**config.mk**
```make
export PLATFORM = sky130hd
export DESIGN_NAME = frontend_top
export DESIGN_NICKNAME = d
export VERILOG_FILES = /design/src/design/rv32i_types.sv /design/src/design/axil_read_arbiter.sv /design/src/design/decode_stage.sv /design/src/design/fetch_unit.sv /design/src/design/frontend_top.sv /design/src/design/instr_queue.sv
export SDC_FILE = /design/constraint.sdc
export NUM_CORES = 1
export LEC_CHECK = 0
export CAP_MARGIN = 0
export CELL_PAD_IN_SITES_DETAIL_PLACEMENT = 2
export CELL_PAD_IN_SITES_GLOBAL_PLACEMENT = 2
export CORE_ASPECT_RATIO = 1.25
export CORE_UTILIZATION = 48
export DETAILED_ROUTE_END_ITERATION = 8
export DONT_BUFFER_PORTS = 1
export GPL_ROUTABILITY_DRIVEN = 0
export PLACE_DENSITY = 0.8
export SYNTH_ARGS = -nofsm -noshare
export SYNTH_HDL_FRONTEND = slang
export SYNTH_SLANG_ARGS = --single-unit
```
**constraint.sdc**
```tcl
create_clock -name clk -period 17.05 [get_ports clk]
set_input_delay 3.41 -clock clk [delete_from_list [all_inputs] [get_ports clk]]
set_output_delay 3.41 -clock clk [all_outputs]
set_load 0.05 [all_outputs]
```
**src/design/rv32i_types.sv**
```systemverilog
/* shared types for the RV32I instruction front end
   IQ_DEPTH must be a power of two of 2 or more
   only the AXI4-Lite read channels are modelled, RRESP is carried but ignored */
package rv32i_types;

    ////////////////////////////////////////////////////////////
    // sizes and constants
    ////////////////////////////////////////////////////////////
    localparam int          IQ_DEPTH = 8;
    localparam int          IQ_PTR_W = $clog2(IQ_DEPTH);
    localparam int          IQ_CNT_W = $clog2(IQ_DEPTH) + 1;   // holds 0..IQ_DEPTH
    localparam logic [31:0] RESET_PC = 32'h0000_0000;

    localparam logic [2:0] AXI_PROT_INSTR = 3'b100;   // instruction access
    localparam logic [2:0] AXI_PROT_DATA  = 3'b000;   // data access, load port

    // base opcodes
    localparam logic [6:0] OP_LUI    = 7'b0110111;
    localparam logic [6:0] OP_AUIPC  = 7'b0010111;
    localparam logic [6:0] OP_JAL    = 7'b1101111;
    localparam logic [6:0] OP_JALR   = 7'b1100111;
    localparam logic [6:0] OP_BRANCH = 7'b1100011;
    localparam logic [6:0] OP_LOAD   = 7'b0000011;
    localparam logic [6:0] OP_STORE  = 7'b0100011;
    localparam logic [6:0] OP_IMM    = 7'b0010011;
    localparam logic [6:0] OP_REG    = 7'b0110011;
    localparam logic [6:0] OP_FENCE  = 7'b0001111;
    localparam logic [6:0] OP_SYSTEM = 7'b1110011;

    ////////////////////////////////////////////////////////////
    // instruction queue entry and format views
    ////////////////////////////////////////////////////////////
    typedef struct packed {
        logic [31:0] pc;
        logic [31:0] instr;
    } iq_entry_t;

    typedef struct packed {
        logic [6:0] funct7;
        logic [4:0] rs2;
        logic [4:0] rs1;
        logic [2:0] funct3;
        logic [4:0] rd;
        logic [6:0] opcode;
    } r_fmt_t;

    typedef struct packed {
        logic [11:0] imm_11_0;
        logic [4:0]  rs1;
        logic [2:0]  funct3;
        logic [4:0]  rd;
        logic [6:0]  opcode;
    } i_fmt_t;

    typedef struct packed {
        logic [6:0] imm_11_5;
        logic [4:0] rs2;
        logic [4:0] rs1;
        logic [2:0] funct3;
        logic [4:0] imm_4_0;
        logic [6:0] opcode;
    } s_fmt_t;

    typedef struct packed {
        logic       imm_12;
        logic [5:0] imm_10_5;
        logic [4:0] rs2;
        logic [4:0] rs1;
        logic [2:0] funct3;
        logic [3:0] imm_4_1;
        logic       imm_11;
        logic [6:0] opcode;
    } b_fmt_t;

    typedef struct packed {
        logic [19:0] imm_31_12;
        logic [4:0]  rd;
        logic [6:0]  opcode;
    } u_fmt_t;

    typedef struct packed {
        logic       imm_20;
        logic [9:0] imm_10_1;
        logic       imm_11;
        logic [7:0] imm_19_12;
        logic [4:0] rd;
        logic [6:0] opcode;
    } j_fmt_t;

    // one fetched word, read in the layout its opcode selects
    typedef union packed {
        r_fmt_t r_fmt;
        i_fmt_t i_fmt;
        s_fmt_t s_fmt;
        b_fmt_t b_fmt;
        u_fmt_t u_fmt;
        j_fmt_t j_fmt;
    } instr_u;

    typedef enum logic [2:0] {
        FMT_R,
        FMT_I,
        FMT_S,
        FMT_B,
        FMT_U,
        FMT_J,
        FMT_BAD
    } instr_fmt_e;

    typedef struct packed {
        logic [31:0] pc;
        logic [6:0]  opcode;
        instr_fmt_e  fmt;
        logic [4:0]  rd;
        logic [4:0]  rs1;
        logic [4:0]  rs2;
        logic [2:0]  funct3;
        logic [6:0]  funct7;
        logic [31:0] imm;      // sign extended
    } dec_instr_t;

    ////////////////////////////////////////////////////////////
    // AXI4-Lite read channel payloads
    ////////////////////////////////////////////////////////////
    typedef struct packed {
        logic [31:0] addr;
        logic [2:0]  prot;
    } axil_ar_t;

    typedef struct packed {
        logic [31:0] data;
        logic [1:0]  resp;
    } axil_r_t;

endpackage

```
**src/design/axil_read_arbiter.sv**
```systemverilog
`timescale 1ns/1ps
/* round-robin arbiter, fetch and load share one AXI4-Lite read bus
   one transaction on the bus at a time, the grant lasts until the owner's
   R handshake; the AR payload toward memory is registered, so m_arvalid
   rises the cycle after the requester's AR handshake */
module axil_read_arbiter (
    input  logic                   clk,
    input  logic                   rst,
    // fetch requester
    input  logic                   f_ar_valid,
    input  rv32i_types::axil_ar_t  f_ar,
    output logic                   f_ar_ready,
    output logic                   f_r_valid,
    output rv32i_types::axil_r_t   f_r,
    input  logic                   f_r_ready,
    // load requester
    input  logic                   l_ar_valid,
    input  rv32i_types::axil_ar_t  l_ar,
    output logic                   l_ar_ready,
    output logic                   l_r_valid,
    output rv32i_types::axil_r_t   l_r,
    input  logic                   l_r_ready,
    // memory side
    output logic                   m_arvalid,
    output rv32i_types::axil_ar_t  m_ar,
    input  logic                   m_arready,
    input  logic                   m_rvalid,
    input  rv32i_types::axil_r_t   m_r,
    output logic                   m_rready
);
    import rv32i_types::*;

    logic busy;       // AR or R phase in progress
    logic owner_ld;   // current owner while busy, last served otherwise
    logic grant;
    logic pick_ld;
    logic r_fire;

    ////////////////////////////////////////////////////////////
    // request side
    ////////////////////////////////////////////////////////////
    // load wins if alone, or if fetch was served last
    assign pick_ld    = l_ar_valid && (!f_ar_valid || !owner_ld);
    assign grant      = !busy && (f_ar_valid || l_ar_valid);
    assign f_ar_ready = grant && !pick_ld;
    assign l_ar_ready = grant && pick_ld;

    always_ff @(posedge clk) begin
        if (rst) begin
            busy      <= 1'b0;
            owner_ld  <= 1'b1;   // fetch goes first on a tie after reset
            m_arvalid <= 1'b0;
        end else if (grant) begin
            busy      <= 1'b1;
            owner_ld  <= pick_ld;
            m_arvalid <= 1'b1;
        end else begin
            if (m_arvalid && m_arready) begin
                m_arvalid <= 1'b0;
            end
            if (r_fire) begin
                busy <= 1'b0;   // bus free next cycle
            end
        end
    end

    always_ff @(posedge clk) begin
        if (grant) begin
            m_ar <= pick_ld ? l_ar : f_ar;
        end
    end

    ////////////////////////////////////////////////////////////
    // response side
    ////////////////////////////////////////////////////////////
    assign m_rready  = busy && (owner_ld ? l_r_ready : f_r_ready);
    assign r_fire    = m_rvalid && m_rready;
    assign f_r_valid = busy && !owner_ld && m_rvalid;
    assign l_r_valid = busy && owner_ld && m_rvalid;
    assign f_r       = m_r;
    assign l_r       = m_r;

endmodule

```
**src/design/decode_stage.sv**
```systemverilog
`timescale 1ns/1ps
/* RV32I decode of the queue head into a registered valid/ready output
   fmt comes from the opcode alone; unknown opcodes give FMT_BAD with imm zero
   register fields are passed raw whatever the format */
module decode_stage (
    input  logic                     clk,
    input  logic                     rst,
    input  logic                     flush,
    input  rv32i_types::iq_entry_t   head_entry,
    input  logic                     empty,
    output logic                     pop,
    output logic                     dec_valid,
    output rv32i_types::dec_instr_t  dec,
    input  logic                     dec_ready
);
    import rv32i_types::*;

    instr_u      iw;
    instr_fmt_e  fmt;
    logic [31:0] imm;
    dec_instr_t  dec_d;

    assign iw = head_entry.instr;

    always_comb begin
        case (iw.r_fmt.opcode)
            OP_REG:                                 fmt = FMT_R;
            OP_IMM, OP_LOAD, OP_JALR,
            OP_FENCE, OP_SYSTEM:                    fmt = FMT_I;
            OP_STORE:                               fmt = FMT_S;
            OP_BRANCH:                              fmt = FMT_B;
            OP_LUI, OP_AUIPC:                       fmt = FMT_U;
            OP_JAL:                                 fmt = FMT_J;
            default:                                fmt = FMT_BAD;
        endcase
    end

    always_comb begin
        case (fmt)
            FMT_I:   imm = {{20{iw.i_fmt.imm_11_0[11]}}, iw.i_fmt.imm_11_0};
            FMT_S:   imm = {{20{iw.s_fmt.imm_11_5[6]}}, iw.s_fmt.imm_11_5, iw.s_fmt.imm_4_0};
            FMT_B:   imm = {{19{iw.b_fmt.imm_12}}, iw.b_fmt.imm_12, iw.b_fmt.imm_11,
                            iw.b_fmt.imm_10_5, iw.b_fmt.imm_4_1, 1'b0};
            FMT_U:   imm = {iw.u_fmt.imm_31_12, 12'b0};
            FMT_J:   imm = {{11{iw.j_fmt.imm_20}}, iw.j_fmt.imm_20, iw.j_fmt.imm_19_12,
                            iw.j_fmt.imm_11, iw.j_fmt.imm_10_1, 1'b0};
            default: imm = '0;   // R and bad
        endcase
    end

    assign dec_d = '{pc: head_entry.pc, opcode: iw.r_fmt.opcode, fmt: fmt,
                     rd: iw.r_fmt.rd, rs1: iw.r_fmt.rs1, rs2: iw.r_fmt.rs2,
                     funct3: iw.r_fmt.funct3, funct7: iw.r_fmt.funct7, imm: imm};

    // refill when the output slot is empty or leaving this cycle
    assign pop = !flush && !empty && (!dec_valid || dec_ready);

    always_ff @(posedge clk) begin
        if (rst || flush) begin
            dec_valid <= 1'b0;
        end else if (pop) begin
            dec_valid <= 1'b1;
        end else if (dec_ready) begin
            dec_valid <= 1'b0;
        end
    end

    always_ff @(posedge clk) begin
        if (pop) begin
            dec <= dec_d;   // held under back-pressure
        end
    end

endmodule

```
**src/design/fetch_unit.sv**
```systemverilog
`timescale 1ns/1ps
/* sequential instruction fetch over an AXI4-Lite read port
   one request at a time, issued only while the queue has room for its word
   a redirect cannot withdraw a posted request; its response is taken off the
   bus and dropped instead */
module fetch_unit (
    input  logic                              clk,
    input  logic                              rst,
    input  logic                              redirect,
    input  logic [31:0]                       redirect_pc,
    output logic                              ar_valid,
    output rv32i_types::axil_ar_t             ar,
    input  logic                              ar_ready,
    input  logic                              r_valid,
    input  rv32i_types::axil_r_t              r,
    output logic                              r_ready,
    output logic                              push,
    output rv32i_types::iq_entry_t            push_entry,
    input  logic [rv32i_types::IQ_CNT_W-1:0]  iq_count
);
    import rv32i_types::*;

    logic [31:0] fetch_pc;    // next address to request
    logic [31:0] req_pc;      // address of the request in flight
    logic        r_wait;      // AR done, waiting on R
    logic        drop;        // response in flight is stale
    logic        in_flight;
    logic        r_fire;
    logic        has_room;
    logic        issue;

    assign in_flight = ar_valid || r_wait;
    assign r_fire    = r_valid && r_ready;
    // a new request is only issued with nothing in flight, its word must still fit
    assign has_room  = iq_count < IQ_CNT_W'(IQ_DEPTH);
    assign issue     = !in_flight && has_room && !redirect;

    always_ff @(posedge clk) begin
        if (rst) begin
            fetch_pc <= RESET_PC;
            ar_valid <= 1'b0;
            r_wait   <= 1'b0;
            drop     <= 1'b0;
        end else begin
            if (ar_valid && ar_ready) begin
                ar_valid <= 1'b0;
                r_wait   <= 1'b1;
            end else if (issue) begin
                ar_valid <= 1'b1;
                fetch_pc <= fetch_pc + 32'd4;
            end
            if (r_fire) begin
                r_wait <= 1'b0;
            end
            if (redirect) begin
                fetch_pc <= redirect_pc;           // overrides the +4 above
            end
            if (redirect && in_flight && !r_fire) begin
                drop <= 1'b1;
            end else if (r_fire) begin
                drop <= 1'b0;
            end
        end
    end

    always_ff @(posedge clk) begin
        if (issue) begin
            req_pc <= fetch_pc;   // held stable while ar_valid is up
        end
    end

    assign ar         = '{addr: req_pc, prot: AXI_PROT_INSTR};
    assign r_ready    = r_wait;
    assign push       = r_fire && !drop;          // same-cycle flush wins in the queue
    assign push_entry = '{pc: req_pc, instr: r.data};

endmodule

```
**src/design/frontend_top.sv**
```systemverilog
`timescale 1ns/1ps
/* RV32I instruction front end: fetch, instruction queue, decode
   fetch and the external load port share one AXI4-Lite read bus (AR and R only)
   redirect is a single-cycle pulse; it flushes the queue and the decode output */
module frontend_top (
    input  logic                     clk,
    input  logic                     rst,
    input  logic                     redirect,
    input  logic [31:0]              redirect_pc,
    // memory master
    output logic                     m_arvalid,
    output rv32i_types::axil_ar_t    m_ar,
    input  logic                     m_arready,
    input  logic                     m_rvalid,
    input  rv32i_types::axil_r_t     m_r,
    output logic                     m_rready,
    // load port
    input  logic                     ld_arvalid,
    input  logic [31:0]              ld_addr,
    output logic                     ld_arready,
    output logic                     ld_rvalid,
    output logic [31:0]              ld_rdata,
    input  logic                     ld_rready,
    // decoded output
    output logic                     dec_valid,
    output rv32i_types::dec_instr_t  dec,
    input  logic                     dec_ready
);
    import rv32i_types::*;

    logic                f_ar_valid;
    axil_ar_t            f_ar;
    logic                f_ar_ready;
    logic                f_r_valid;
    axil_r_t             f_r;
    logic                f_r_ready;
    axil_ar_t            l_ar;
    axil_r_t             l_r;
    logic                iq_push;
    logic                iq_pop;
    logic                iq_empty;
    iq_entry_t           iq_push_entry;
    iq_entry_t           iq_head;
    logic [IQ_CNT_W-1:0] iq_count;

    assign l_ar     = '{addr: ld_addr, prot: AXI_PROT_DATA};
    assign ld_rdata = l_r.data;

    fetch_unit u_fetch (
        .clk(clk), .rst(rst),
        .redirect(redirect), .redirect_pc(redirect_pc),
        .ar_valid(f_ar_valid), .ar(f_ar), .ar_ready(f_ar_ready),
        .r_valid(f_r_valid), .r(f_r), .r_ready(f_r_ready),
        .push(iq_push), .push_entry(iq_push_entry), .iq_count(iq_count)
    );

    instr_queue u_iq (
        .clk(clk), .rst(rst),
        .push(iq_push), .pop(iq_pop), .flush(redirect),
        .push_entry(iq_push_entry), .head_entry(iq_head),
        .full(), .empty(iq_empty), .count(iq_count)
    );

    decode_stage u_dec (
        .clk(clk), .rst(rst), .flush(redirect),
        .head_entry(iq_head), .empty(iq_empty), .pop(iq_pop),
        .dec_valid(dec_valid), .dec(dec), .dec_ready(dec_ready)
    );

    axil_read_arbiter u_arb (
        .clk(clk), .rst(rst),
        .f_ar_valid(f_ar_valid), .f_ar(f_ar), .f_ar_ready(f_ar_ready),
        .f_r_valid(f_r_valid), .f_r(f_r), .f_r_ready(f_r_ready),
        .l_ar_valid(ld_arvalid), .l_ar(l_ar), .l_ar_ready(ld_arready),
        .l_r_valid(ld_rvalid), .l_r(l_r), .l_r_ready(ld_rready),
        .m_arvalid(m_arvalid), .m_ar(m_ar), .m_arready(m_arready),
        .m_rvalid(m_rvalid), .m_r(m_r), .m_rready(m_rready)
    );

endmodule

```
**src/design/instr_queue.sv**
```systemverilog
`timescale 1ns/1ps
/* circular queue of fetched instructions, IQ_DEPTH entries
   a push shows up at the head one cycle later, pop is combinational on head_entry
   flush wins over push and pop; a push while full is lost unless a pop
   frees a slot in the same cycle */
module instr_queue (
    input  logic                               clk,
    input  logic                               rst,
    input  logic                               push,
    input  logic                               pop,
    input  logic                               flush,
    input  rv32i_types::iq_entry_t             push_entry,
    output rv32i_types::iq_entry_t             head_entry,
    output logic                               full,
    output logic                               empty,
    output logic [rv32i_types::IQ_CNT_W-1:0]   count
);
    import rv32i_types::*;

    iq_entry_t           mem [IQ_DEPTH];
    logic [IQ_PTR_W-1:0] head;
    logic [IQ_PTR_W-1:0] tail;
    logic [IQ_CNT_W-1:0] occ;
    logic                push_ok;
    logic                pop_ok;

    assign pop_ok  = pop && !empty;
    assign push_ok = push && (!full || pop_ok);   // full slot reused by same-cycle pop

    ////////////////////////////////////////////////////////////
    // pointers and occupancy
    ////////////////////////////////////////////////////////////
    always_ff @(posedge clk) begin
        if (rst || flush) begin
            head <= '0;
            tail <= '0;
            occ  <= '0;
        end else begin
            if (push_ok) begin
                tail <= tail + 1'b1;   // wraps, depth is a power of two
            end
            if (pop_ok) begin
                head <= head + 1'b1;
            end
            case ({push_ok, pop_ok})
                2'b10:   occ <= occ + 1'b1;
                2'b01:   occ <= occ - 1'b1;
                default: occ <= occ;       // none or both
            endcase
        end
    end

    ////////////////////////////////////////////////////////////
    // storage
    ////////////////////////////////////////////////////////////
    always_ff @(posedge clk) begin
        if (push_ok && !flush) begin
            mem[tail] <= push_entry;
        end
    end

    assign head_entry = mem[head];
    assign count      = occ;
    assign full       = (occ == IQ_CNT_W'(IQ_DEPTH));
    assign empty      = (occ == '0);

endmodule

```
# ---- Word level (Yosys, flattened, before mapping)
# Memory sizes are Yosys's and may differ from the RTL's. A register that Yosys moved wholly into a read port is not among the register bits.
# Index checks and enable logic that the tools add are counted.
dict set report word_totals {
  reg_bits 215
  ram_bits 512
  inputBits 106
  output_inout_bits 171
  word_cells 122
  n_memories 1
}
dict set report classes {
  n_addsub 5
  magnitude_cmp 1
  n_eq_ne 20
  muxes 20
  n_reduce_logical 52
}
# memory words width rd rd_clocked_by_memory_dff wr line_no
set memory_table {}
lappend memory_table {u_iq.mem 8 64 1 1 1 instr_queue.sv:20} ;# iq_entry_t mem [IQ_DEPTH];
# cell count
set ops {}
lappend ops {{one-hot mux 32 bit (5 select lines)} 1}
lappend ops {{two-way mux 32 bit} 3}
lappend ops {{two-way mux 35 bit} 1}
lappend ops {{adder 32 x 3 -> 32 bit, second input constant} 1}
lappend ops {{== test 7 bit, second input constant} 4}
lappend ops {{logical AND 1 bit} 23}
lappend ops {{== test 7 x 6 -> 1 bit, second input constant} 3}
lappend ops {{one-hot mux 3 bit (6 select lines)} 1}
lappend ops {{== test 7 x 5 -> 1 bit, second input constant} 2}
lappend ops {{nonzero test 2 bit} 6}
lappend ops {{zero test 1 bit} 11}
lappend ops {{two-way mux 1 bit} 11}
lappend ops {{one-hot mux 4 bit (2 select lines)} 1}
lappend ops {{== test 7 x 2 -> 1 bit, second input constant} 1}
lappend ops {{== test 7 x 4 -> 1 bit, second input constant} 1}
lappend ops {{adder 3 x 1 -> 3 bit, second input constant} 2}
lappend ops {{== test 3 x 2 -> 1 bit, second input constant} 2}
lappend ops {{== test 3 bit, second input constant} 2}
lappend ops {{logical OR 1 bit} 6}
lappend ops {{two-way mux 3 bit} 2}
lappend ops {{OR reduction 2 bit} 3}
lappend ops {{OR reduction 5 bit} 1}
lappend ops {{adder 4 x 1 -> 4 bit, second input constant} 1}
lappend ops {{== test 4 bit, second input constant} 1}
lappend ops {{8 further kinds} 8}

# ---- Depth between registers and ports, before layout
# Gate-level depths: netlist of the first run.
dict set report depth {
  depth_word 10
  mapped_depth 15
  ltp_nobuf 12
}

# ---- By module
# A second synthesis of the first run with hierarchy kept.
dict set report unflattened {
  cells_unflattened 1567
  area_unflattened_um2 29482.0
}
# module instances cells_per_inst area_per_inst_um2 seq_area_each_um2
set modules_own_cells {}
lappend modules_own_cells {instr_queue 1 827 19945.4 15635.0}
lappend modules_own_cells {decode_stage 1 229 3701.0 2992.9}
lappend modules_own_cells {fetch_unit 1 347 3530.9 1661.6}
lappend modules_own_cells {axil_read_arbiter 1 163 2301.0 1111.1}
lappend modules_own_cells {frontend_top 1 1 3.8 0.0}

# ---- Worst setup path after synthesis of the first run
# No wires, ideal clock.
dict set report synth_path {
  path_kind {input -> register}
  startpoint {in redirect}
  endpoint {reg u_iq.occ[3] (netlist: u_iq.count[3])}
  setup_time_ns 0.128
  t_arrival_ns 13.687
  t_required_ns 16.922
  setup_slack_ns 3.235
  stages 10
  n_path_buf 0
  path_cell_list {nor3_1 > o21ai_0 > inv_1 > ha_1 > a21o_1 > a21oi_1 > nor3_1 > a21oi_1 > xor2_1 > nor2_1}
}
dict set report synth_via {
  elab_chain_len 8
  word_cells_on_any_way 11
  classes_between {2 x eq/ne; 1 x mux; 8 x reduce/logical}
}
# item line_no
set synth_lines {}
lappend synth_lines {{from (decl)} frontend_top.sv:8} ;# input logic redirect,
lappend synth_lines {{zero test 1 bit} decode_stage.sv:56} ;# assign pop = !flush && !empty && (!dec_valid || dec_ready);
lappend synth_lines {{logical AND 1 bit (2 in series)} decode_stage.sv:56}
lappend synth_lines {{logical AND 1 bit} instr_queue.sv:27} ;# assign pop_ok = pop && !empty;
lappend synth_lines {{logical OR 1 bit} instr_queue.sv:28} ;# assign push_ok = push && (!full || pop_ok);
lappend synth_lines {{logical AND 1 bit} instr_queue.sv:28}
lappend synth_lines {{== test 2 x 1 -> 1 bit or == test 2 bit (tied branches)} instr_queue.sv:45} ;# case ({push_ok, pop_ok})
lappend synth_lines {{one-hot mux 4 bit (2 select lines) or nonzero test 2 bit (tied branches)} n/a}
lappend synth_lines {{to (signal assigned)} instr_queue.sv:46} ;# 2'b10: occ <= occ + 1'b1;
lappend synth_lines {{to (signal assigned)} instr_queue.sv:47} ;# 2'b01: occ <= occ - 1'b1;
lappend synth_lines {{to (decl)} instr_queue.sv:23} ;# logic [IQ_CNT_W-1:0] occ;
# Parallel ways exist; a longest one is shown, timed or not.
# A chain may end at the register's enable or synchronous reset.

# ---- Worst setup path in the final report of the first run
dict set report layout_path {
  startpoint {in ld_arvalid}
  endpoint {out ld_arready}
}
dict set report layout_via {
  elab_chain_len 3
  word_cells_on_any_way 4
  classes_between {4 x reduce/logical}
}
# item line_no
set layout_lines {}
lappend layout_lines {{from (decl)} frontend_top.sv:18} ;# input logic ld_arvalid,
lappend layout_lines {{logical OR 1 bit} axil_read_arbiter.sv:44} ;# assign grant = !busy && (f_ar_valid || l_ar_valid);
lappend layout_lines {{logical AND 1 bit} axil_read_arbiter.sv:44}
lappend layout_lines {{logical AND 1 bit *} axil_read_arbiter.sv:46} ;# assign l_ar_ready = grant && pick_ld;
lappend layout_lines {{to (decl)} frontend_top.sv:20} ;# output logic ld_arready,
# Every way passes the cells marked *; elsewhere a longest branch is shown, timed or not.

==> impl_results.md, run 1 <==
- Status: finished clean
- GRT Util Overall: 0.251
- Yosys top cell by area: edfxtp_1
- Initial DRT Pass Iterations: 6
- Synthesized area: 28000 um^2
- Hold depth: 0
- Clk root buf: clkbuf_16
- Port buffer count: 0
- Mapped Avg Cell Area: approximately 19 um^2
- Initial Utilization: 0.487
- Layout net count: about 1600
- Startpoint Class: input port
- WS Path Type: input port to primary output
- Share of cells above drive strength 1: 0.224
- YS warnings: 0
- Endpoint class of the critical path: primary output
- Gr ovfl total: 0
- First-pass GRT wire length: 106000 um
- WL/cell: ~32 um
- Fin area: just over 30000 um^2
- Unique cell type count in the Yosys netlist: 65
- Worst VDD drop: ~0.082 mV
- Detailed Place HPWL: about 45000 um
- Clock transition at path regs: roughly 0.06 ns
- Area grow syn2layout: 10.5%
- # resized after CTS: 0
- Core Footprint: around 57000 um^2
- Clock Skews: approximately 0.017 ns
- Residual DRC: 0
- Clk_lat worst skew: a little over 0.6 ns
- Final Hold Violating Endpoints: 0
- Critical path arrival: approximately 4.3 ns
- Io pins: 277
- Total negative slack: 0 ns
- Share of the synthesized area in the top cell type: 0.726
- Power Density: roughly 120 nW/um^2
- Cells after DPL: between 2000 and 2500
- Yosys reg bits: between 700 and 800
- Initial antenna violation count: 0
- Vias per cell: slightly below 6
- Number of global-route vias before repair: about 15000
- # rows: slightly below 100
- Die area: ~60000 um^2
- Critical path's slowest cell: nor2_1
- Num CTS Buffers: 73
- Max-cap violation count: 0
- Worst Hold Class: register to register
- EDFF count, synth: just under 700
- H-tree levels: 3
- DRC violation total after the first TritonRoute iteration: 832
- TritonCTS clock tree: built
- Placed Area: about 29000 um^2
- Leakage power: around 9.8 nW
- Final slew viol count: 0
- DR vias: around 14000
- Cells on worst reg2reg path: 12
- Wirelength, routed: 72700 um
- # setup viols final: 0
- Maximum number of pins on one net before global-route repair: between 80 and 90
- Top_reg_cell synth: edfxtp_1
- Worst-path fanout max: 2
- Final min period: 7.75 ns
- Commonest cells in the synthesized netlist: edfxtp_1 (676), mux4_2 (128), nand2_1 (125)
- Crit-path max cell delay: ~0.71 ns
- WP data required: 13.64 ns
- Tightest Pin Transition: 1.16 ns
- X dimension of the die: approximately 220 um
- Clock Path Buffers: 3
- WP buf/inv: 1
- Max Fclk: approximately 130 MHz
- RSZ-0062 raised after global routing: false
- Post-synthesis async set-or-reset flop share: 0
- Top delay family on crit path: simple AND/OR/NAND/NOR gates
- FILL cells: about 4900
- ANT cells: 0
- Clk sink count: 728
- Critical-path cell list: and2_1 > clkinv_1 > nor2_1
- Postcts setup bufs: 0
- Final ANT Viol Nets: 0
- Die Height: between 200 and 300 um
- Hold_buf cts: 0
- Sequential-to-total area share from yosys stat: 0.763
- Leading post-synthesis cells by cell area: edfxtp_1 (73%), mux4_2 (10%), dfxtp_1 (3.7%)
- Most numerous cell in the Yosys netlist: edfxtp_1
- Levels on crit path: 3
- Tcrit/Tclk final: 0.454
- Rel. slew slack: 0.225
- Post-Layout Cell Count: 2281
- Synthesized netlist cell count: approximately 1500
==> report_power, final <==
group	switching (mW)	total (mW)	internal, mW
clock network	0.669	1.54	0.873
registers	0.0766	2.07	1.99
logic	0.0400	0.0574	0.0174
==> stage by stage <==
| stage | hold slack [ns] | utilization | worst slack [ns] | total power [mW] |
|---|---|---|---|---|
| floorplan | 0.408 | - | 3.23 | 2.15 |
| global placement | 0.418 | 0.499 | 9.29 | 2.15 |
| detailed placement | 0.426 | 0.499 | 9.30 | 2.16 |
| CTS | 0.442 | 0.538 | 9.30 | 3.70 |
| global route | 0.446 | 0.539 | 9.25 | 3.76 |
| finish | 0.443 | 0.539 | 9.30 | 3.66 |
==> worst paths after layout <==
check / from / to / slack (ns)
setup / recovery: ld_arvalid / ld_arready / 9.30
hold / removal: u_fetch.fetch_pc[1] / u_fetch.req_pc[1] / 0.44
setup reg to reg: register / u_dec.dec[29] / 12.07
hold reg to reg: u_fetch.fetch_pc[1] / u_fetch.req_pc[1] / 0.44
==> flip-flops by register name, indices dropped and copies added, names as in the netlist, named ones only <==
name	cells
u_iq.mem	512
u_dec.dec	99
u_arb.m_ar	33
u_fetch.fetch_pc	32
u_fetch.req_pc	32
u_iq.count	4
u_iq.head	3
u_iq.tail	3
u_arb.busy	1
u_arb.m_arvalid	1
u_arb.owner_ld	1
u_dec.dec_valid	1
u_fetch.ar_valid	1
u_fetch.drop	1
u_fetch.r_ready	1
==> cell type report <==
class / instances / area [um^2] / share of cell area
multi-input cells: 613 / 6050 / 0.196
flip-flops and latches: 728 / 21400 / 0.691
well taps: 750 / 938 / 0.0304
clock buffers: 98 / 2050 / 0.0662
repair buffers: 24 / 180 / 0.00583
clock inverters: 35 / 214 / 0.00692
inverters: 33 / 124 / 0.00401
==> logic make-up after synthesis <==
family,count (synthesis),share of synthesized area
AO/OA/AOI/OAI,81,0.0194
XOR/XNOR,32,0.0100
adder cells (fa/ha/maj),7,0.00340
buffers and inverters,126,0.0233
flip-flops,728,0.763
multiplexers,206,0.134
other,1,0.000134
AND/OR/NAND/NOR,285,0.0464
==> placed cells by master (no fill, tap or decap), types with 7 or more instances in the layout <==
master	n
xnor2_1	20
nand3_1	22
and3_1	7
nand2_1	125
o21ai_0	16
mux2_2	51
edfxtp_1	676
nand4_1	11
clkinv_2	13
o21ai_2	11
dfxtp_1	49
mux4_2	128
clkbuf_16	77
buf_4	24
nor2_1	71
a211oi_1	9
clkinv_1	19
inv_1	29
clkbuf_1	17
a21oi_1	25
nor3_1	8
xor2_1	12
mux2i_1	23
==> layer usage <==
| metal | global-route usage | vias up | part of all wire |
|---|---|---|---|
| met3 | 0.0451 | 116 | 0.054 |
| li1 | - | 5740 | - |
| met2 | 0.454 | 471 | 0.54 |
| met5 | 0 | - | 0 |
| met4 | 0.0769 | 0 | 0.023 |
| met1 | 0.303 | 7268 | 0.38 |
==> worst reg2reg max path, stage by stage (launching register included) <==
cell      delay (ns)
dfxtp_4         0.58
mux4_2          0.59
mux2i_2         0.35
inv_2           0.12
nor3b_1         0.28
o2111a_1        0.64
inv_1           0.23
ha_1            0.29
inv_1           0.10
a31oi_1         0.08
o211ai_2        0.55
nand3b_1        0.64
o21ai_1         0.35
Note: power is estimated with default switching activity, not from simulation.
==> run 2: changes to the inputs <==
==> constraint.sdc (replaced) <==
create_clock -name clk -period 7.65 [get_ports clk]
set_input_delay 1.53 -clock clk [delete_from_list [all_inputs] [get_ports clk]]
set_output_delay 1.53 -clock clk [all_outputs]
set_load 0.05 [all_outputs]
==> run 2 against run 1 <==
Compared with the run above: sequential power increased by 120%; critical endpoint is now u_dec.dec[22]; clock power increased by 120%; cell area about the same; via count increased by 1.3%; combinational power increased by 130%; final cell count about the same; utilization about the same; clock skew increased by 0.0089 ns; sequential share of layout area decreased by 0.050 points; worst setup slack got worse by 7.2 ns.
==> impl_results.md, run 2 (synthesis gave the netlist of run 1 again) <==
- WP data required: 8.08 ns (-5.56 ns)
- Max-cap violation count: 0 (unchanged)
- Logic pwr share: 0.016 (about the same)
- Tcrit/Tclk final: 0.723
- FF+latch area: 21400 um^2 (unchanged)
- Die area: 59200 um^2 (unchanged)
- Clk root buf: clkbuf_16
- Final slew viol count: 0 (unchanged)
- Startpoint Class: register
- ANT cells: 0 (unchanged)
- Clock transition at path regs: 0.06 ns (about the same)
- # setup viols final: 0 (unchanged)
- Top delay family on crit path: compound AO/OA/AOI/OAI gates
- Status: finished clean
- Critical path's slowest cell: dfxtp_4
- Hold depth: 0 (unchanged)
- Final Hold Violating Endpoints: 0 (unchanged)
- First-pass GRT wire length: 112000 um (+5.0%)
- Hold_buf cts: 0 (unchanged)
- Fin area: 30900 um^2 (about the same)
- FILL cells: 4963 (+1.7%)
- Residual DRC: 0 (unchanged)
- Core Footprint: 57400 um^2 (unchanged)
- Worst-path fanout max: 43 (+41)
- Number of global-route vias before repair: 15700 (+1.1%)
- # rows: 98 (unchanged)
- Critical-path cell list: mux4_2 > mux2i_2 > inv_2 > nor3b_1 > o2111a_1 > inv_1 > ha_1 > inv_1 > o211ai_2 > nand3b_1 > o21ai_1
- RSZ-0062 raised after global routing: false
- Die Height: 272 um (unchanged)
- Endpoint class of the critical path: register
- Levels on crit path: 11 (+8)
- DR vias: 13800 (+1.3%)
- Sequential power share: 0.562 (-0.002)
- Rel. slew slack: 0.337 (+0.112)
- Sw Pwr: 1.80 mW (+130%)
- Initial Utilization: 0.487 (unchanged)
- Leakage power: 9.77 nW (+0.12%)
- WL/cell: 33.7 um (+5.8%)
- GRT Util Overall: 0.266 (+0.0159)
- Worst VDD drop: 0.173 mV (+110%)
- Placed Area: 28700 um^2 (+0.16%)
- Worst Hold Class: register to register
- Io pins: 277 (unchanged)
- Max reg flops: 512 (unchanged)
- DRC violation total after the first TritonRoute iteration: 1030 (+24%)
- Crit-path max cell delay: 0.93 ns (+0.22 ns)
- H-tree levels: 3 (unchanged)
- WP buf/inv: 3 (+2)
- Wirelength, routed: 76900 um (+5.9%)
- Total power: 8.20 mW (+120%)
- Area grow syn2layout: 10.6% (about the same)
- Final ANT Viol Nets: 0 (unchanged)
- Num CTS Buffers: 73 (unchanged)
- Vias per cell: 6.04 (+1.3%)
- Share of cells above drive strength 1: 0.223 (-0.000799)
- Port buffer count: 0 (unchanged)
- Layout net count: 1589 (+0.19%)
- # resized after CTS: 0 (unchanged)
- Tightest Pin Transition: 0.982 ns (-0.181 ns)
- Initial antenna violation count: 1 (+1)
- Maximum number of pins on one net before global-route repair: 67 (-17%)
- Largest registers: u_iq.mem (512), u_dec.dec (99), u_arb.m_ar (33)
- Most common cell after layout, fill and taps aside: edfxtp_1
- TritonCTS clock tree: built
- Detailed Place HPWL: 45400 um (+0.42%)
- Clock Power Share: 0.422 (about the same)
- Cell mode on critical path: inv_1
- Sw Ratio: 0.219 (+0.00484)
- X dimension of the die: 218 um (unchanged)
- Cells on worst reg2reg path: 11 (-1)
- Clk_lat worst skew: 0.62 ns (about the same)
- Gr ovfl total: 0 (unchanged)
- Pint: 6.40 mW (+120%)
- WS Path Type: register to register
- Area of the multi-input gates: 6070 um^2 (+0.27%)
- Clk sink count: 728 (unchanged)
- Power Density: 265 nW/um^2 (+120%)
- Postcts setup bufs: 0 (unchanged)
- Clock Path Buffers: 3 (unchanged)
- Most frequent cells in the layout: edfxtp_1 (676), mux4_2 (128), nand2_1 (125), clkbuf_16 (79), nor2_1 (71)
- Clock Skews: 0.0264 ns (+0.00895 ns)
- Max Fclk: roughly 180 MHz
- Reg with most FFs: u_iq.mem
- Initial DRT Pass Iterations: 5 (-1)
- Critical path arrival: 5.96 ns (+1.62 ns)
- Final min period: about 5.5 ns
run 2: changes by cell type in the layout (fill, tap and decap cells not counted), sizes merged:
cell / delta
clkinv: +1
bufinv: -1
clkinvlp: -1
clkbuf: -1
buf: +3
run 2: worst register-to-register path, cell delays in order (launching register included):
cell	delay [ns]
dfxtp_4	0.93
mux4_2	0.68
mux2i_2	0.31
inv_2	0.12
nor3b_1	0.30
o2111a_1	0.67
inv_1	0.25
ha_1	0.40
inv_1	0.09
o211ai_2	0.54
nand3b_1	0.70
o21ai_1	0.36
run 2: stage by stage:
stage	hold slack, ns	instances	setup slack (ns)	utilization	TNS, ns
after detailed placement	0.429	2151	2.15	0.500	0
after floorplan	0.408	1467	-0.367	-	-0.367
final	0.438	2282	2.12	0.539	0
after CTS	0.440	2282	2.09	0.539	0
after global placement	0.420	2151	2.57	0.500	0
after global routing	0.464	2282	1.89	0.539	0
run 2: area by class of cell:
type,instances,area share
sequential,728,0.690
multi-input combinational,613,0.196
clock buffer,97,0.0668
tap,750,0.0303
timing repair buffer,27,0.00655
clock inverter,34,0.00579
inverter,33,0.00401
run 2: final timing paths:
| check | startpoint | endpoint | slack, ns |
|---|---|---|---|
| min reg2reg | u_fetch.fetch_pc[1] | u_fetch.req_pc[1] | 0.44 |
| min | u_fetch.fetch_pc[1] | u_fetch.req_pc[1] | 0.44 |
| max | register | u_dec.dec[22] | 2.12 |
| max reg2reg | register | u_dec.dec[22] | 2.12 |
run 2: per-layer routing:
metal	track usage	wire length, um
met5	0	0
met4	0.0876	2010
met3	0.0473	3890
met2	0.475	41000
met1	0.327	30100
run 2: power by group through the flow:
stage | clock [mW] | sequential [mW] | combinational [mW]
after floorplan | 0 | 4.65 | 0.141
after CTS | 3.55 | 4.61 | 0.134
final | 3.46 | 4.60 | 0.131
after global routing | 3.64 | 4.61 | 0.145
after detailed placement | 0 | 4.69 | 0.132
after global placement | 0 | 4.67 | 0.122
==> run 3: changes to the inputs <==
==> constraint.sdc (replaced) <==
create_clock -name clk -period 5.7 [get_ports clk]
set_input_delay 1.14 -clock clk [delete_from_list [all_inputs] [get_ports clk]]
set_output_delay 1.14 -clock clk [all_outputs]
set_load 0.05 [all_outputs]
==> run 3 against run 2 <==
Compared with the run above: utilization grew 0.13 points; worst hold slack gained 0.013 ns; die area is the same; via count shrank 1.6%; sequential power grew 34%; highest routed layer is now met5; largest cell class unchanged.
==> impl_results.md, run 3 (synthesis gave the netlist of run 1 again) <==
- Worst-path fanout max: 16 (-63%)
- Initial DRT Pass Iterations: 5 (unchanged)
- DR vias: 13600 (-1.6%)
- Final ANT Viol Nets: 0 (unchanged)
- Postcts setup bufs: 0 (unchanged)
- Rel. slew slack: 0.173 (-0.164)
- DRC violation total after the first TritonRoute iteration: 938 (-8.9%)
- Status: finished clean
- Port buffer count: 0 (unchanged)
- Max Fclk: 203 MHz (+12%)
- Vias per cell: 5.94 (-1.5%)
- Layout net count: 1587 (-0.13%)
- Clk_lat worst skew: 0.65 ns (+0.03 ns)
- Tightest Pin Transition: 1.24 ns (+0.256 ns)
- FILL cells: 4892 (-1.4%)
- Number of global-route vias before repair: 15600 (-0.22%)
- # rows: 98 (unchanged)
- Clock transition at path regs: 0.06 ns (about the same)
- X dimension of the die: 218 um (unchanged)
- Max reg flops: 512 (unchanged)
- Worst Hold Class: register to register
- Initial antenna violation count: 3 (+2)
- RSZ-0062 raised after global routing: false
- Wirelength, routed: 73600 um (-4.4%)
- # resized after CTS: 0 (unchanged)
- Core Footprint: 57400 um^2 (unchanged)
- First-pass GRT wire length: 108000 um (-3.7%)
- Reg with most FFs: u_iq.mem
- GRT Util Overall: 0.255 (-0.0114)
- Num CTS Buffers: 72 (-1.4%)
- Initial Utilization: 0.487 (unchanged)
- Sw Pwr: 2.38 mW (+33%)
- Final Hold Violating Endpoints: 0 (unchanged)
- Pint: 8.66 mW (+35%)
- Die Height: 272 um (unchanged)
- # setup viols final: 0 (unchanged)
- Area grow syn2layout: 10.9%
- Setup ws final: 0.765 ns (-1.36 ns)
- Pre-CTS setup slack: 0.731 ns (-1.42 ns)
- WL/cell: 32.3 um (-4.3%)
- Leakage power: 9.77 nW (about the same)
- Detailed Place HPWL: 45000 um (-0.87%)
- Clk sink count: 728 (unchanged)
- Final min period: 4.94 ns (-0.592 ns)
- Clock Path Buffers: 3 (unchanged)
- Hold_buf cts: 0 (unchanged)
- Gr ovfl total: 0 (unchanged)
- R2r setup slk: 0.76 ns (-1.36 ns)
- Logic pwr share: 0.016 (about the same)
- Final hold slack: 0.451 ns (+0.0128 ns)
- Max-cap violation count: 0 (unchanged)
- Residual DRC: 0 (unchanged)
- Most frequent cells in the layout: edfxtp_1 (676), mux4_2 (128), nand2_1 (125), clkbuf_16 (76), nor2_1 (71)
- H-tree levels: 3 (unchanged)
- Share of cells above drive strength 1: 0.223 (-0.000362)
- Critical path arrival: 5.35 ns (-0.61 ns)
- TritonCTS clock tree: built
- Tcrit/Tclk final: 0.866 (+0.143)
- Io pins: 277 (unchanged)
- Largest registers: u_iq.mem (512), u_dec.dec (99), u_arb.m_ar (33)
- Clock Power Share: 0.424 (+0.002)
- Clk root buf: clkbuf_16
- Clock Skews: 0.0537 ns (+0.0273 ns)
- Final slew viol count: 0 (unchanged)
- WP data required: 6.12 ns (-1.96 ns)
- WS Path Type: register to register
- Endpoint class of the critical path: register
- Power Density: 356 nW/um^2 (+34%)
- Worst VDD drop: 0.308 mV (+77%)
- Sequential power share: 0.560 (-0.002)
- Maximum number of pins on one net before global-route repair: 75 (+12%)
- Die area: 59200 um^2 (unchanged)
- Startpoint Class: register
- ANT cells: 0 (unchanged)
- Sw Ratio: 0.216 (-0.00327)
- Most common cell after layout, fill and taps aside: edfxtp_1
## run 3: worst paths after layout
check | endpoint | startpoint | cells after the start
min | u_fetch.req_pc[1] | u_fetch.fetch_pc[1] | 0
max | u_dec.dec[22] | register | 11
min reg2reg | u_fetch.req_pc[1] | u_fetch.fetch_pc[1] | 0
max reg2reg | u_dec.dec[22] | register | 11
## run 3: through the flow
step | cell area, um^2 | std cells | TNS [ns] | utilization | power, mW
detailed placement | 28700 | 2150 | 0 | 0.501 | 6.47
global route | 31000 | 2280 | 0 | 0.540 | 11.3
global placement | 28700 | 2150 | 0 | 0.501 | 6.43
CTS | 31000 | 2280 | 0 | 0.540 | 11.2
finish | 31000 | 2280 | 0 | 0.540 | 11.0
floorplan | 28000 | 1467 | -0.0151 | - | 6.43
## run 3: worst max-delay path, stage by stage (launching register included)
cell	delay, ns
dfxtp_4	0.56
mux4_2	0.57
mux2i_2	0.33
inv_2	0.12
nor3b_1	0.27
o2111a_1	0.64
inv_1	0.20
ha_1	0.39
inv_1	0.08
o211ai_2	0.51
nand3b_1	0.67
o21ai_1	0.40
## run 3: final cells by class
type                       count  area [um^2]  area share
timing repair buffer          26          258     0.00831
multi-input combinational    613         6070       0.196
tap                          750          938      0.0303
clock buffer                 107         2070      0.0667
clock inverter                23          196     0.00634
inverter                      33          124     0.00400
sequential                   728        21400       0.689
## run 3: power by group through the flow
stage | clock network [mW] | registers [mW] | logic (mW)
2_1_floorplan | 0 | 6.24 | 0.190
3_3_place_gp | 0 | 6.27 | 0.164
3_5_place_dp | 0 | 6.29 | 0.177
4_1_cts | 4.79 | 6.18 | 0.180
5_1_grt | 4.93 | 6.19 | 0.194
6_report | 4.68 | 6.18 | 0.177
## run 3: metal layers
layer  GRT usage  share of wire
met4      0.0817          0.026
met3      0.0480          0.049
met1       0.308           0.39
met2       0.459           0.53
met5           0        0.00019
